`src/mips_pkg.sv`:
```
// mips_pkg: widths, reset address, instruction encodings and enums of the five-stage core
package mips_pkg;

   // datapath and register file sizes
   localparam int XLEN     = 32;
   localparam int REG_W    = 5;
   localparam int NUM_REGS = 32;

   // byte address of the first fetch after reset
   localparam logic [XLEN-1:0] TEXT_START = 32'h0040_0000;

   // primary opcodes, instr[31:26]
   localparam logic [5:0] OP_RTYPE = 6'h00;
   localparam logic [5:0] OP_BEQ   = 6'h04;
   localparam logic [5:0] OP_BNE   = 6'h05;
   localparam logic [5:0] OP_ADDIU = 6'h09;
   localparam logic [5:0] OP_SLTI  = 6'h0a;
   localparam logic [5:0] OP_SLTIU = 6'h0b;
   localparam logic [5:0] OP_ANDI  = 6'h0c;
   localparam logic [5:0] OP_ORI   = 6'h0d;
   localparam logic [5:0] OP_XORI  = 6'h0e;
   localparam logic [5:0] OP_LUI   = 6'h0f;
   localparam logic [5:0] OP_LW    = 6'h23;
   localparam logic [5:0] OP_SW    = 6'h2b;

   // funct codes of the r-type group, instr[5:0]
   localparam logic [5:0] FN_SLL     = 6'h00;
   localparam logic [5:0] FN_SRL     = 6'h02;
   localparam logic [5:0] FN_SRA     = 6'h03;
   localparam logic [5:0] FN_SLLV    = 6'h04;
   localparam logic [5:0] FN_SRLV    = 6'h06;
   localparam logic [5:0] FN_SRAV    = 6'h07;
   // syscall doubles as the halt instruction
   localparam logic [5:0] FN_SYSCALL = 6'h0c;
   localparam logic [5:0] FN_ADDU    = 6'h21;
   localparam logic [5:0] FN_SUBU    = 6'h23;
   localparam logic [5:0] FN_AND     = 6'h24;
   localparam logic [5:0] FN_OR      = 6'h25;
   localparam logic [5:0] FN_XOR     = 6'h26;
   localparam logic [5:0] FN_NOR     = 6'h27;
   localparam logic [5:0] FN_SLT     = 6'h2a;
   localparam logic [5:0] FN_SLTU    = 6'h2b;

   // alu operations, carried from decode into execute
   typedef enum logic [3:0] {
      ADD,
      SUB,
      AND,
      OR,
      XOR,
      NOR,
      SLT,
      SLTU,
      SLL,
      SRL,
      SRA,
      SLLV,
      SRLV,
      SRAV,
      LUI
   } alu_op_t;

   // execute operand source
   typedef enum logic [1:0] {
      FWD_NONE = 2'b00,
      FWD_MEM  = 2'b01,
      FWD_WB   = 2'b10
   } fwd_sel_t;

endpackage

```
`src/mips_alu.sv`:
```
// mips_alu: arithmetic, logic, shift and compare unit of the execute stage
`timescale 1ns/100ps

module mips_alu (
   input  logic [mips_pkg::XLEN-1:0]  op_a,
   input  logic [mips_pkg::XLEN-1:0]  op_b,
   input  mips_pkg::alu_op_t          alu_op,
   input  logic [mips_pkg::REG_W-1:0] shamt,
   output logic [mips_pkg::XLEN-1:0]  result,
   output logic                       equal
);

   // variable shift count comes from rs
   logic [mips_pkg::REG_W-1:0] vshamt;

   assign vshamt = op_a[mips_pkg::REG_W-1:0];

   always_comb begin
      case (alu_op)
         mips_pkg::ADD: result = op_a + op_b;
         mips_pkg::SUB: result = op_a - op_b;
         mips_pkg::AND: result = op_a & op_b;
         mips_pkg::OR:  result = op_a | op_b;
         mips_pkg::XOR: result = op_a ^ op_b;
         mips_pkg::NOR: result = ~(op_a | op_b);
         // compares give 0 or 1
         mips_pkg::SLT: begin
            result = {{(mips_pkg::XLEN-1){1'b0}}, $signed(op_a) < $signed(op_b)};
         end
         mips_pkg::SLTU: begin
            result = {{(mips_pkg::XLEN-1){1'b0}}, op_a < op_b};
         end
         // shifts always move rt, which sits on op_b
         mips_pkg::SLL:  result = op_b << shamt;
         mips_pkg::SRL:  result = op_b >> shamt;
         mips_pkg::SRA:  result = $signed(op_b) >>> shamt;
         mips_pkg::SLLV: result = op_b << vshamt;
         mips_pkg::SRLV: result = op_b >> vshamt;
         mips_pkg::SRAV: result = $signed(op_b) >>> vshamt;
         // immediate into the upper half
         mips_pkg::LUI:  result = {op_b[15:0], 16'h0000};
         default:        result = '0;
      endcase
   end

   // beq and bne look only at this
   assign equal = (op_a == op_b);

endmodule

```
`src/mips_core.sv`:
```
// mips_core: five-stage pipelined mips-i subset with forwarding, load-use stall and halt
`timescale 1ns/100ps

module mips_core (
   input  logic        clk,
   input  logic        rst_b,
   input  logic [31:0] inst,
   input  logic [31:0] mem_rdata,
   output logic [29:0] inst_addr,
   output logic [29:0] mem_addr,
   output logic [31:0] mem_wdata,
   output logic [3:0]  mem_wen,
   output logic        halted
);

   localparam int XW = mips_pkg::XLEN;
   localparam int RW = mips_pkg::REG_W;

   // fetch
   logic [XW-1:0] pc;
   logic          halt_fetch;
   // decode
   logic          id_valid, id_halt;
   logic [XW-1:0] id_instr, id_word, id_pc, id_imm, rs_data, rt_data;
   logic [RW-1:0] id_rs, id_rt, id_rd;
   mips_pkg::alu_op_t id_alu_op;
   logic id_use_imm, id_reg_we, id_mem_read, id_mem_write;
   logic id_is_branch, id_branch_ne, id_is_halt, id_reads_rt;
   // execute
   logic ex_valid, ex_reg_we, ex_mem_read, ex_mem_write, ex_is_branch, ex_is_halt;
   logic ex_branch_ne, ex_use_imm, alu_equal, branch_taken;
   mips_pkg::alu_op_t  ex_alu_op;
   mips_pkg::fwd_sel_t fwd_a, fwd_b;
   logic [RW-1:0] ex_rs, ex_rt, ex_rd, ex_shamt;
   logic [XW-1:0] ex_pc, ex_imm, ex_rs_data, ex_rt_data;
   logic [XW-1:0] op_a, fwd_rt, op_b, alu_result, br_target;
   // memory and writeback
   logic mem_valid, mem_reg_we, mem_mem_read, mem_mem_write, mem_is_halt;
   logic wb_valid, wb_reg_we, wb_mem_read, wb_is_halt;
   logic [RW-1:0] mem_rd, wb_rd;
   logic [XW-1:0] mem_alu, mem_sdata, wb_alu, wb_load, wb_data;
   logic stall, flush;

   // same source choice for both execute operands
   function automatic logic [XW-1:0] fwd_mux(input mips_pkg::fwd_sel_t sel,
                                             input logic [XW-1:0] reg_val,
                                             input logic [XW-1:0] mem_val,
                                             input logic [XW-1:0] wb_val);
      case (sel)
         mips_pkg::FWD_MEM: return mem_val;
         mips_pkg::FWD_WB:  return wb_val;
         default:           return reg_val;
      endcase
   endfunction

   // fetch, pc stops once a halt reaches decode
   assign id_halt   = id_valid && id_is_halt;
   assign inst_addr = pc[31:2];
   always_ff @(posedge clk or negedge rst_b) begin
      if (!rst_b) begin
         pc         <= mips_pkg::TEXT_START;
         halt_fetch <= 1'b0;
      end else begin
         if (flush) begin
            pc <= br_target;
         end else if (!stall && !id_halt && !halt_fetch) begin
            pc <= pc + 32'd4;
         end
         if (id_halt && !stall && !flush) begin
            halt_fetch <= 1'b1;
         end
      end
   end

   // decode register, held by a stall
   always_ff @(posedge clk or negedge rst_b) begin
      if (!rst_b) begin
         id_valid <= 1'b0;
      end else if (flush) begin
         id_valid <= 1'b0;
      end else if (!stall) begin
         id_valid <= !(id_halt || halt_fetch);
      end
   end
   always_ff @(posedge clk) begin
      if (!stall) begin
         id_instr <= inst;
         id_pc    <= pc;
      end
   end

   // an empty slot decodes as sll r0, which writes nothing
   assign id_word = id_valid ? id_instr : '0;

   mips_decode i_mips_decode (
      .instr(id_word), .rs(id_rs), .rt(id_rt), .rd(id_rd), .alu_op(id_alu_op),
      .use_imm(id_use_imm), .reg_we(id_reg_we), .mem_read(id_mem_read),
      .mem_write(id_mem_write), .is_branch(id_is_branch), .branch_ne(id_branch_ne),
      .is_halt(id_is_halt), .reads_rt(id_reads_rt), .imm(id_imm)
   );

   mips_regfile i_mips_regfile (
      .clk(clk), .rst_b(rst_b), .rs(id_rs), .rt(id_rt), .wr_reg(wb_rd),
      .wr_data(wb_data), .we(wb_valid && wb_reg_we), .rs_data(rs_data), .rt_data(rt_data)
   );

   // execute register, a bubble on stall or flush
   always_ff @(posedge clk or negedge rst_b) begin
      if (!rst_b) begin
         {ex_valid, ex_reg_we, ex_mem_read, ex_mem_write, ex_is_branch, ex_is_halt} <= '0;
      end else if (flush || stall) begin
         {ex_valid, ex_reg_we, ex_mem_read, ex_mem_write, ex_is_branch, ex_is_halt} <= '0;
      end else begin
         ex_valid     <= id_valid;
         ex_reg_we    <= id_reg_we;
         ex_mem_read  <= id_mem_read;
         ex_mem_write <= id_mem_write;
         ex_is_branch <= id_is_branch;
         ex_is_halt   <= id_is_halt;
      end
   end
   always_ff @(posedge clk) begin
      ex_alu_op    <= id_alu_op;
      ex_use_imm   <= id_use_imm;
      ex_branch_ne <= id_branch_ne;
      ex_rs        <= id_rs;
      ex_rt        <= id_rt;
      ex_rd        <= id_rd;
      ex_shamt     <= id_word[10:6];
      ex_pc        <= id_pc;
      ex_imm       <= id_imm;
      ex_rs_data   <= rs_data;
      ex_rt_data   <= rt_data;
   end

   mips_hazard i_mips_hazard (
      .id_rs(id_rs), .id_rt(id_rt), .ex_rs(ex_rs), .ex_rt(ex_rt), .ex_rd(ex_rd),
      .mem_rd(mem_rd), .wb_rd(wb_rd), .id_reads_rt(id_reads_rt), .ex_reg_we(ex_reg_we),
      .ex_mem_read(ex_mem_read), .mem_reg_we(mem_reg_we), .wb_reg_we(wb_reg_we),
      .branch_taken(branch_taken), .fwd_a(fwd_a), .fwd_b(fwd_b), .stall(stall), .flush(flush)
   );

   assign op_a   = fwd_mux(fwd_a, ex_rs_data, mem_alu, wb_data);
   assign fwd_rt = fwd_mux(fwd_b, ex_rt_data, mem_alu, wb_data);
   assign op_b   = ex_use_imm ? ex_imm : fwd_rt;

   mips_alu i_mips_alu (
      .op_a(op_a), .op_b(op_b), .alu_op(ex_alu_op), .shamt(ex_shamt),
      .result(alu_result), .equal(alu_equal)
   );

   // branch resolves here, no delay slot
   assign branch_taken = ex_valid && ex_is_branch && (alu_equal ^ ex_branch_ne);
   assign br_target    = ex_pc + 32'd4 + {ex_imm[29:0], 2'b00};

   // memory stage drives the data port
   always_ff @(posedge clk or negedge rst_b) begin
      if (!rst_b) begin
         {mem_valid, mem_reg_we, mem_mem_read, mem_mem_write, mem_is_halt} <= '0;
      end else begin
         {mem_valid, mem_reg_we, mem_mem_read, mem_mem_write, mem_is_halt} <=
            {ex_valid, ex_reg_we, ex_mem_read, ex_mem_write, ex_is_halt};
      end
   end
   always_ff @(posedge clk) begin
      mem_rd    <= ex_rd;
      mem_alu   <= alu_result;
      mem_sdata <= fwd_rt;
   end
   assign mem_addr  = mem_alu[31:2];
   assign mem_wdata = mem_sdata;
   assign mem_wen   = {4{mem_valid && mem_mem_write}};

   // writeback, halted rises as the halt leaves this stage
   always_ff @(posedge clk or negedge rst_b) begin
      if (!rst_b) begin
         {wb_valid, wb_reg_we, wb_mem_read, wb_is_halt, halted} <= '0;
      end else begin
         {wb_valid, wb_reg_we, wb_mem_read, wb_is_halt} <=
            {mem_valid, mem_reg_we, mem_mem_read, mem_is_halt};
         halted <= halted || (wb_valid && wb_is_halt);
      end
   end
   always_ff @(posedge clk) begin
      wb_rd   <= mem_rd;
      wb_alu  <= mem_alu;
      wb_load <= mem_rdata;
   end
   assign wb_data = wb_mem_read ? wb_load : wb_alu;

   // word stores only, and nothing reaches memory after the halt drains
   a_store_mask: assert property (
      @(posedge clk) disable iff (!rst_b)
      ((mem_wen == 4'h0) || (mem_wen == 4'hf)) && (halted -> (mem_wen == 4'h0))
   );

endmodule

```
`src/mips_decode.sv`:
```
// mips_decode: field split, control generation and immediate extension of one instruction
`timescale 1ns/100ps

module mips_decode (
   input  logic [mips_pkg::XLEN-1:0]  instr,
   output logic [mips_pkg::REG_W-1:0] rs,
   output logic [mips_pkg::REG_W-1:0] rt,
   output logic [mips_pkg::REG_W-1:0] rd,
   output mips_pkg::alu_op_t          alu_op,
   output logic                       use_imm,
   output logic                       reg_we,
   output logic                       mem_read,
   output logic                       mem_write,
   output logic                       is_branch,
   output logic                       branch_ne,
   output logic                       is_halt,
   output logic                       reads_rt,
   output logic [mips_pkg::XLEN-1:0]  imm
);

   logic [5:0]  opcode;
   logic [5:0]  funct;
   logic [15:0] imm16;

   assign opcode = instr[31:26];
   assign funct  = instr[5:0];
   assign imm16  = instr[15:0];
   assign rs     = instr[25:21];
   assign rt     = instr[20:16];

   always_comb begin
      // defaults give a no-op, anything unknown stays that way
      rd        = '0;
      alu_op    = mips_pkg::ADD;
      use_imm   = 1'b0;
      reg_we    = 1'b0;
      mem_read  = 1'b0;
      mem_write = 1'b0;
      is_branch = 1'b0;
      branch_ne = 1'b0;
      is_halt   = 1'b0;
      reads_rt  = 1'b0;
      // sign extension serves arithmetic, compare, memory and branch offsets
      imm       = {{16{imm16[15]}}, imm16};
      case (opcode)
         mips_pkg::OP_RTYPE: begin
            rd       = instr[15:11];
            reg_we   = 1'b1;
            reads_rt = 1'b1;
            case (funct)
               mips_pkg::FN_ADDU: alu_op = mips_pkg::ADD;
               mips_pkg::FN_SUBU: alu_op = mips_pkg::SUB;
               mips_pkg::FN_AND:  alu_op = mips_pkg::AND;
               mips_pkg::FN_OR:   alu_op = mips_pkg::OR;
               mips_pkg::FN_XOR:  alu_op = mips_pkg::XOR;
               mips_pkg::FN_NOR:  alu_op = mips_pkg::NOR;
               mips_pkg::FN_SLT:  alu_op = mips_pkg::SLT;
               mips_pkg::FN_SLTU: alu_op = mips_pkg::SLTU;
               mips_pkg::FN_SLL:  alu_op = mips_pkg::SLL;
               mips_pkg::FN_SRL:  alu_op = mips_pkg::SRL;
               mips_pkg::FN_SRA:  alu_op = mips_pkg::SRA;
               mips_pkg::FN_SLLV: alu_op = mips_pkg::SLLV;
               mips_pkg::FN_SRLV: alu_op = mips_pkg::SRLV;
               mips_pkg::FN_SRAV: alu_op = mips_pkg::SRAV;
               mips_pkg::FN_SYSCALL: begin
                  reg_we   = 1'b0;
                  reads_rt = 1'b0;
                  is_halt  = 1'b1;
               end
               default: begin
                  reg_we   = 1'b0;
                  reads_rt = 1'b0;
               end
            endcase
         end
         mips_pkg::OP_BEQ, mips_pkg::OP_BNE: begin
            // compare happens on the alu equal output
            is_branch = 1'b1;
            branch_ne = (opcode == mips_pkg::OP_BNE);
            reads_rt  = 1'b1;
            alu_op    = mips_pkg::SUB;
         end
         mips_pkg::OP_ADDIU, mips_pkg::OP_SLTI, mips_pkg::OP_SLTIU,
         mips_pkg::OP_ANDI, mips_pkg::OP_ORI, mips_pkg::OP_XORI, mips_pkg::OP_LUI: begin
            // immediate forms write rt
            rd      = rt;
            reg_we  = 1'b1;
            use_imm = 1'b1;
            case (opcode)
               mips_pkg::OP_SLTI:  alu_op = mips_pkg::SLT;
               mips_pkg::OP_SLTIU: alu_op = mips_pkg::SLTU;
               mips_pkg::OP_ANDI:  alu_op = mips_pkg::AND;
               mips_pkg::OP_ORI:   alu_op = mips_pkg::OR;
               mips_pkg::OP_XORI:  alu_op = mips_pkg::XOR;
               mips_pkg::OP_LUI:   alu_op = mips_pkg::LUI;
               default:            alu_op = mips_pkg::ADD;
            endcase
            // logical immediates are zero extended
            if (opcode == mips_pkg::OP_ANDI || opcode == mips_pkg::OP_ORI ||
                opcode == mips_pkg::OP_XORI) begin
               imm = {16'h0000, imm16};
            end
         end
         mips_pkg::OP_LW: begin
            rd       = rt;
            reg_we   = 1'b1;
            use_imm  = 1'b1;
            mem_read = 1'b1;
         end
         mips_pkg::OP_SW: begin
            use_imm   = 1'b1;
            mem_write = 1'b1;
            reads_rt  = 1'b1;
         end
         default: begin
            rd = '0;
         end
      endcase
   end

endmodule

```
`src/mips_hazard.sv`:
```
// mips_hazard: forwarding selects, load-use stall and taken-branch flush of the pipeline
`timescale 1ns/100ps

module mips_hazard (
   input  logic [mips_pkg::REG_W-1:0] id_rs,
   input  logic [mips_pkg::REG_W-1:0] id_rt,
   input  logic [mips_pkg::REG_W-1:0] ex_rs,
   input  logic [mips_pkg::REG_W-1:0] ex_rt,
   input  logic [mips_pkg::REG_W-1:0] ex_rd,
   input  logic [mips_pkg::REG_W-1:0] mem_rd,
   input  logic [mips_pkg::REG_W-1:0] wb_rd,
   input  logic                       id_reads_rt,
   input  logic                       ex_reg_we,
   input  logic                       ex_mem_read,
   input  logic                       mem_reg_we,
   input  logic                       wb_reg_we,
   input  logic                       branch_taken,
   output mips_pkg::fwd_sel_t         fwd_a,
   output mips_pkg::fwd_sel_t         fwd_b,
   output logic                       stall,
   output logic                       flush
);

   logic load_use;

   // memory stage is younger, so it wins over writeback
   function automatic mips_pkg::fwd_sel_t pick_src(input logic [mips_pkg::REG_W-1:0] src);
      mips_pkg::fwd_sel_t sel;
      sel = mips_pkg::FWD_NONE;
      if (src != '0) begin
         if (mem_reg_we && mem_rd == src) begin
            sel = mips_pkg::FWD_MEM;
         end else if (wb_reg_we && wb_rd == src) begin
            sel = mips_pkg::FWD_WB;
         end
      end
      return sel;
   endfunction

   assign fwd_a = pick_src(ex_rs);
   assign fwd_b = pick_src(ex_rt);

   // load result is not ready until writeback
   // rs is always treated as read, rt only where the instruction uses it
   assign load_use = ex_mem_read && ex_reg_we && (ex_rd != '0) &&
                     ((id_rs == ex_rd) || (id_reads_rt && (id_rt == ex_rd)));

   // the branch kills the waiting instruction anyway
   assign stall = load_use && !branch_taken;
   assign flush = branch_taken;

endmodule

```
`src/mips_regfile.sv`:
```
// mips_regfile: 32 general registers with two read ports, one write port and r0 fixed at zero
`timescale 1ns/100ps

module mips_regfile (
   input  logic                       clk,
   input  logic                       rst_b,
   input  logic [mips_pkg::REG_W-1:0] rs,
   input  logic [mips_pkg::REG_W-1:0] rt,
   input  logic [mips_pkg::REG_W-1:0] wr_reg,
   input  logic [mips_pkg::XLEN-1:0]  wr_data,
   input  logic                       we,
   output logic [mips_pkg::XLEN-1:0]  rs_data,
   output logic [mips_pkg::XLEN-1:0]  rt_data
);

   logic [mips_pkg::XLEN-1:0] regs [mips_pkg::NUM_REGS];

   // writeback port, r0 is cleared by reset and never stored
   always_ff @(posedge clk or negedge rst_b) begin
      if (!rst_b) begin
         regs[0] <= '0;
      end else if (we && wr_reg != '0) begin
         regs[wr_reg] <= wr_data;
      end
   end

   // read in decode, a same-cycle writeback wins over the stored word
   assign rs_data = (we && wr_reg != '0 && wr_reg == rs) ? wr_data : regs[rs];
   assign rt_data = (we && wr_reg != '0 && wr_reg == rt) ? wr_data : regs[rt];

   // r0 reads zero on both ports, even while a write to r0 is pending
   a_r0_zero: assert property (
      @(posedge clk) disable iff (!rst_b)
      ((rs == '0) -> (rs_data == '0)) && ((rt == '0) -> (rt_data == '0))
   );

endmodule

```
`config.mk`:
```
export PLATFORM = sky130hd
export DESIGN_NAME = mips_core
export DESIGN_NICKNAME = d
export VERILOG_FILES = /design/src/mips_pkg.sv /design/src/mips_alu.sv /design/src/mips_core.sv /design/src/mips_decode.sv /design/src/mips_hazard.sv /design/src/mips_regfile.sv
export SDC_FILE = /design/constraint.sdc
export NUM_CORES = 2
export LEC_CHECK = 0
export BUFFER_PORTS_ARGS = -buffer_cell sky130_fd_sc_hd__buf_2
export CORE_MARGIN = 2
export CORE_UTILIZATION = 40
export CTS_BUF_LIST = sky130_fd_sc_hd__clkbuf_2
export CTS_CLUSTER_SIZE = 10
export DETAILED_ROUTE_END_ITERATION = 8
export SLEW_MARGIN = 0
export SYNTH_ARGS = -nofsm -noshare
export SYNTH_HDL_FRONTEND = slang
export SYNTH_SLANG_ARGS = --single-unit
export TNS_END_PERCENT = 50
```
`constraint.sdc`:
```
create_clock -name clk -period 8.52 [get_ports clk]
set_clock_uncertainty 0.1 [all_clocks]
set_input_delay 0.426 -clock clk [delete_from_list [all_inputs] [get_ports clk]]
set_output_delay 0.426 -clock clk [all_outputs]
set_load 0.02 [all_outputs]
```
# Yosys cells after proc, flatten, opt, wreduce, memory -nomap -nowiden
# Index checks and enable logic that the tools add are counted.
[totals]
input_bits = 66
word_cells = 245
regBits = 1430
output_inout_bits = 97
[classes]
n_reduce_logical = 49
n_mux = 48
bitwise = 8
n_eq_ne = 53
magnitude_cmp = 6
n_shift = 6
n_addsub = 5
[op_table]
columns = ["op", "n"]
rows = [
  ["1024-bit bitwise mux", 1],
  ["32-bit case mux with 15 select lines", 1],
  ["32-bit 2-to-1 mux", 14],
  ["32-bit binary-select mux with 5-bit select", 2],
  ["32-bit demux with 5-bit select", 1],
  ["32-bit case mux with 2 select lines", 2],
  ["32-bit by 3-bit adder with 32-bit output, second input constant", 2],
  ["32-bit adder", 2],
  ["32-bit < comparator", 2],
  ["32-bit by 5-bit << shifter with 32-bit output", 2],
  ["32-bit by 5-bit >> shifter with 32-bit output", 2],
  ["32-bit by 5-bit >>> shifter with 32-bit output", 2],
  ["6-bit equality test, second input constant", 10],
  ["4-bit case mux with 13 select lines", 1],
  ["6-bit by 4-bit equality test with 1-bit output, second input constant", 8],
  ["5-bit equality test", 8],
  ["32-bit bitwise AND", 1],
  ["32-bit equality test", 1],
  ["32-bit NOT", 1],
  ["32-bit bitwise OR", 1],
  ["32-bit subtractor", 1],
  ["32-bit bitwise XOR", 1],
  ["6-bit by 3-bit equality test with 1-bit output, second input constant", 5],
  ["4-bit equality test, second input constant", 7],
  ["other kinds (31)", 97],
]

# Depth between registers and ports, before layout
[depth]
ltp_word = 18
depth_mapped = 24
depth_no_buf = 21

# Cells and area by module
# Synthesis repeated with hierarchy kept, for this count alone.
[unflattened]
hier_cells = 5339
area_unflattened_um2 = 72842.4
[by_module_without_submodules]
columns = ["module", "seq_area_each_um2", "area_each_um2", "cells_each", "n_inst"]
rows = [
  ["mips_regfile", 30589.3, 46468.3, 2301, 1],
  ["mips_core", 8869.8, 14405.1, 1208, 1],
  ["mips_alu", 0.0, 10754.1, 1661, 1],
  ["mips_decode", 0.0, 773.2, 113, 1],
  ["mips_hazard", 0.0, 441.7, 56, 1],
]

# Worst setup path after synthesis
# Ideal clock, no wire load.
[synth_path]
path_type = "flip-flop to flip-flop"
start = "register wb_rd[3]"
end = "register id_instr[0], enable pin"
t_required_ns = 8.027
n_path_buf = 4
setup_time_ns = 0.393
t_arrival_ns = 5.129
stages_incl_launch_ff = 22
period_less_slack_ns = 5.622
path_slack_ns = 2.898
path_cell_list = "dfxtp_1 > buf_1 > xor2_1 > nor3_1 > nand3_1 > nor3_1 > ha_1 > clkbuf_1 > clkbuf_1 > nor2b_1 > o31ai_2 > inv_1 > ha_1 > clkbuf_1 > inv_1 > nor3_1 > nand3_1 > nor4_1 > nand2_1 > xor2_1 > nor2_1 > or2_2"
[synth_between]
elab_chain_cells = 13
word_cells_on_any_way = 22
cone_classes = "7 x eq/ne; 9 x mux; 1 x bitwise; 5 x reduce/logical"
[synth_lines]
columns = ["element", "line_no", "text"]
rows = [
  ["start, declared", "mips_core.sv:40", "logic [RW-1:0] mem_rd, wb_rd;"],
  ["start signal, assigned", "mips_core.sv:185", "wb_rd <= mem_rd;"],
  ["5-bit equality test", "mips_hazard.sv:33", "end else if (wb_reg_we && wb_rd == src) begin"],
  ["1-bit logical AND", "mips_hazard.sv:33", ""],
  ["2-bit 2-to-1 mux", "mips_hazard.sv:33", ""],
  ["2-bit 2-to-1 mux", "mips_hazard.sv:31", "if (mem_reg_we && mem_rd == src) begin"],
  ["2-bit 2-to-1 mux", "mips_hazard.sv:30", "if (src != '0) begin"],
  ["2-bit equality test / 2-bit by 1-bit equality test with 1-bit output (equally long branches)", "mips_core.sv:49", "case (sel)"],
  ["32-bit case mux with 2 select lines", "mips_core.sv:49", ""],
  ["32-bit 2-to-1 mux", "mips_core.sv:145", "assign op_b = ex_use_imm ? ex_imm : fwd_rt;"],
  ["32-bit equality test *", "mips_alu.sv:47", "assign equal = (op_a == op_b);"],
  ["1-bit bitwise XOR *", "mips_core.sv:153", "assign branch_taken = ex_valid && ex_is_branch && (alu_equal ^ ex_branch_ne);"],
  ["1-bit logical AND *", "mips_core.sv:153", ""],
  ["1-bit logical NOT *", "mips_hazard.sv:49", "assign stall = load_use && !branch_taken;"],
  ["1-bit logical AND *", "mips_hazard.sv:49", ""],
  ["end signal, assigned", "mips_core.sv:87", "id_instr <= inst;"],
  ["end, declared", "mips_core.sv:24", "logic [XW-1:0] id_instr, id_word, id_pc, id_imm, rs_data, rt_data;"],
]
# Every way passes the cells marked *; elsewhere a longest branch is shown, timed or not.
# A chain may end at the register's enable or synchronous reset.

# Worst setup path in the final report
[layout_path]
start = "register ex_rt[1]"
end = "register mem_alu[30]"
[layout_between]
elab_chain_cells = 11
word_cells_on_any_way = 25
cone_classes = "2 x add/sub; 4 x eq/ne; 6 x shift; 6 x mux; 4 x bitwise; 3 x reduce/logical"
[layout_lines]
columns = ["element", "line_no", "text"]
rows = [
  ["start, declared", "mips_core.sv:34", "logic [RW-1:0] ex_rs, ex_rt, ex_rd, ex_shamt;"],
  ["start signal, assigned", "mips_core.sv:127", "ex_rt <= id_rt;"],
  ["5-bit equality test", "mips_hazard.sv:33", ""],
  ["1-bit logical AND", "mips_hazard.sv:33", ""],
  ["2-bit 2-to-1 mux", "mips_hazard.sv:33", ""],
  ["2-bit 2-to-1 mux", "mips_hazard.sv:31", ""],
  ["2-bit 2-to-1 mux *", "mips_hazard.sv:30", ""],
  ["2-bit equality test / 2-bit by 1-bit equality test with 1-bit output (equally long branches)", "mips_core.sv:49", ""],
  ["32-bit case mux with 2 select lines *", "mips_core.sv:49", ""],
  ["32-bit 2-to-1 mux *", "mips_core.sv:145", ""],
  ["branches (longest 2 deep; another with 32-bit subtractor)", "-", ""],
  ["32-bit case mux with 15 select lines *", "mips_alu.sv:19", "case (alu_op)"],
  ["end signal, assigned", "mips_core.sv:167", "mem_alu <= alu_result;"],
  ["end, declared", "mips_core.sv:41", "logic [XW-1:0] mem_alu, mem_sdata, wb_alu, wb_load, wb_data;"],
]
# Every way passes the cells marked *.

==> summary.txt <==
GRT
  • Initial antenna violation count: 23
  • Global-route wire length before repair: 420500 µm
  • Gr usage total: 30.60%
  • Number of global-route vias before repair: 58500
  • Largest net degree at the start of global routing: 146
  • Gr ovfl total: 0

Routing
  • Routed WL: 298400 µm
  • ANT nets after route: 0
  • WL per Instance: 32.07 µm
  • Post-route DRC: 0
  • First-pass iteration count of the detailed router: 6
  • Total number of vias: 59990
  • Vias per cell: 6.447
  • Starting DRT DRC Count: 8392

Floorplan
  • FP Rows: 158
  • Die width: 435.4 µm
  • Core Area: 185200 µm²
  • Die Y: 435.4 µm
  • DIE AREA: 189600 µm²
  • Ports: 163
  • Initial core utilization: 40.19%

Yosys
  • Post-synth EDFFs: 1054
  • Gate Count Post-Synth: 6140
  • Ys Warns: 0
  • Mean Syn Cell Area: 12.13 µm²
  • Unique cell type count in the Yosys netlist: 94
  • Register area share after synthesis: 52.46%
  • Synth Register Bits: 1404
  • Synth area leader: edfxtp_1
  • FFs w/ async S/R, synth: 5.698%
  • Syn nets: 6370
  • Largest cells by area after synthesis: edfxtp_1 43%, mux4_2 11%, dfxtp_1 7.3%
  • Synth top area share: 42.51%
  • Ys flop type: edfxtp_1
  • Mapped Area: 74450 µm²

Layout
  • Share of cells above drive strength 1: 21.23%
  • Commonest non-fill, non-tap cell in the layout: edfxtp_1
  • Fin cells: 9305
  • Final Net Count: 6749
  • Area growth, synth to finish: 12.00%
  • Util after Layout: 45.02%
  • Most frequent cells in the layout: 1054 x edfxtp_1, 601 x o21ai_0, 549 x clkbuf_2, 521 x a21oi_1, 435 x nand2_1

Clock tree
  • TritonCTS clock tree: built
  • H-tree depth: 5
  • CTS max path bufs: 4
  • Num CTS Buffers: 381
  • Worst skew pair latency: 1890 ps
  • Postcts setup bufs: 0
  • Clock Pin Slew Worst Setup and Hold Paths: 110 ps
  • Post_cts resized: 0
  • Sink Count: 1404
  • CTS root buf: clkbuf_2
  • Post-cts hold buffer count: 220

Worst hold path
  • Min-Delay Path Class: reg2reg

Pwr
  • Seq pwr share: 48.7%
  • P_leak: 30.54 nW
  • Internal: 11.48 mW
  • Pwr/cell area: 214.7 nW/µm²
  • Sw Pwr: 6.431 mW
  • VDD IR max: 0.1335 mV
  • Logic pwr share: 24.0%
  • Clock share of power: 27.3%
  • Switching Share: 35.92%
  • Total Power: 17.91 mW

STA
  • Unrepaired setup endpoints after global routing: false
  • Final Hold Slack: 223.7 ps
  • Slew HR: 11.73%
  • Max Fclk: 145.2 MHz
  • Period utilisation layout: 80.86%
  • Setup violators final: 0
  • Final Max Slew Viols: 0
  • Final hold vios: 0
  • Fin crit period: 6889 ps
  • Slew at the pin with the worst max-slew slack: 1287 ps
  • Setup TNS: 0 ps

Setup path
  • Worst setup EP type: register
  • CP required: 10130 ps
  • CP max FO: 35
  • Reg2reg setup slack: 1630 ps
  • Startpoint Class: register
  • Crit path DAT: 8500 ps
  • Type of the worst setup path: reg2reg

Outcome
  • Status: completed

Placed design
  • Port bufs: 162
  • Gpl congestion: 1.027
  • Detailed Place HPWL: 183800 µm
  • Placed Cells: 8396

Run
  • Max-Cap Viols: 0
## flip-flops by register name, summed over array words and instances (netlist names), 4 cells and up
signal               flops
id_pc                   30
mem_rd                   5
wb_rd                    5
ex_pc                   30
ex_rt_data              32
ex_rt                    5
wb_alu                  32
i_mips_regfile.regs   1024
ex_alu_op                4
ex_rs                    5
ex_rs_data              32
ex_rd                    5
mem_alu                 32
id_instr                32
wb_load                 32
mem_wdata               32
pc                      30
ex_imm                  17
## power by group through the flow
stage          sequential (mW)  combinational [mW]  clock (mW)
2_1_floorplan             8.60                2.55           0
3_3_place_gp              8.83                4.04           0
3_5_place_dp              8.83                4.06           0
4_1_cts                   8.68                4.16        4.96
5_1_grt                   8.72                4.51        5.33
6_report                  8.72                4.30        4.89
## per-stage QoR
stage | instance area (µm²) | worst slack [ps]
6_report | 83390 | 1631
5_1_grt | 83370 | 1206
4_1_cts | 83350 | 1811
3_5_place_dp | 77700 | 1799
3_3_place_gp | 77700 | 1870
2_1_floorplan | 74450 | 2898
## worst max-delay path, stage by stage (launching register included)
cell	delay [ps]
dfxtp_1	360
or4_1	580
a21oi_1	160
nor3_1	100
inv_1	70
ha_2	730
a221oi_1	280
o31ai_2	910
inv_1	290
fa_1	480
a21o_1	210
a21o_1	250
a211oi_1	310
buf_4	180
o21ai_0	180
a21oi_1	670
o21a_1	250
a21oi_1	90
mux2_2	270
a221o_1	290
## final cells by class
cell class	instances	area [µm²]
well taps	2480	3103
diodes	15	37.54
repair buffers	527	4227
fillers	16880	101800
flip-flops and latches	1404	39060
multi-input cells	4061	32960
inverters	144	560.5
clock inverters	125	691.9
clock buffers	549	2748
## final timing paths
| kind | endpoint | depth (start not counted) | start |
|---|---|---|---|
| max in group asynchronous | i_mips_regfile.regs[1020] | 7 | rst_b |
| worst min register to register | ex_pc[23] | 0 | id_pc[23] |
| min in group asynchronous | pc[15] | 6 | rst_b |
| worst max register to register | mem_alu[30] | 19 | ex_rt[1] |
| worst max-delay path | mem_alu[30] | 19 | ex_rt[1] |
| worst min-delay path | ex_pc[23] | 0 | id_pc[23] |
## cells by family (layout without fill, tap and decap cells)
| group | Yosys count | count (layout) | share of synthesized area, % |
|---|---|---|---|
| AO/OA/AOI/OAI | 1783 | 1783 | 14.98 |
| flip-flops | 1404 | 1404 | 52.46 |
| AND/OR/NAND/NOR | 1160 | 1160 | 7.159 |
| multiplexers | 852 | 852 | 17.59 |
| buffers and inverters | 675 | 1345 | 3.827 |
| adder cells (fa/ha/maj) | 164 | 164 | 2.786 |
| XOR/XNOR | 102 | 102 | 1.200 |
| other | 0 | 15 | 0 |
## per-layer routing
layer	track usage (%)	vias to the layer above	share of wire, %
met4	17.65	14	6.2
met3	8.384	992	12
met1	39.44	29860	37
met5	0	-	0.031
met2	46.36	4337	44
li1	-	24780	-
## synthesized netlist by cell type (all sizes together), types with 32 or more instances
cell	n
a211oi	32
a21o	32
a21oi	521
a221oi	219
a22oi	53
a311oi	34
a31oi	47
and3	35
buf	176
clkbuf	355
dfrtp	79
dfxtp	270
edfxtp	1054
ha	161
inv	142
mux2	71
mux2i	429
mux4	352
nand2	442
nand2b	33
nand3	92
nor2	293
nor2b	73
nor3	53
o211ai	33
o21ai	607
o31ai	33
xnor2	68
xor2	34
Power figures use the tool's default switching activity.
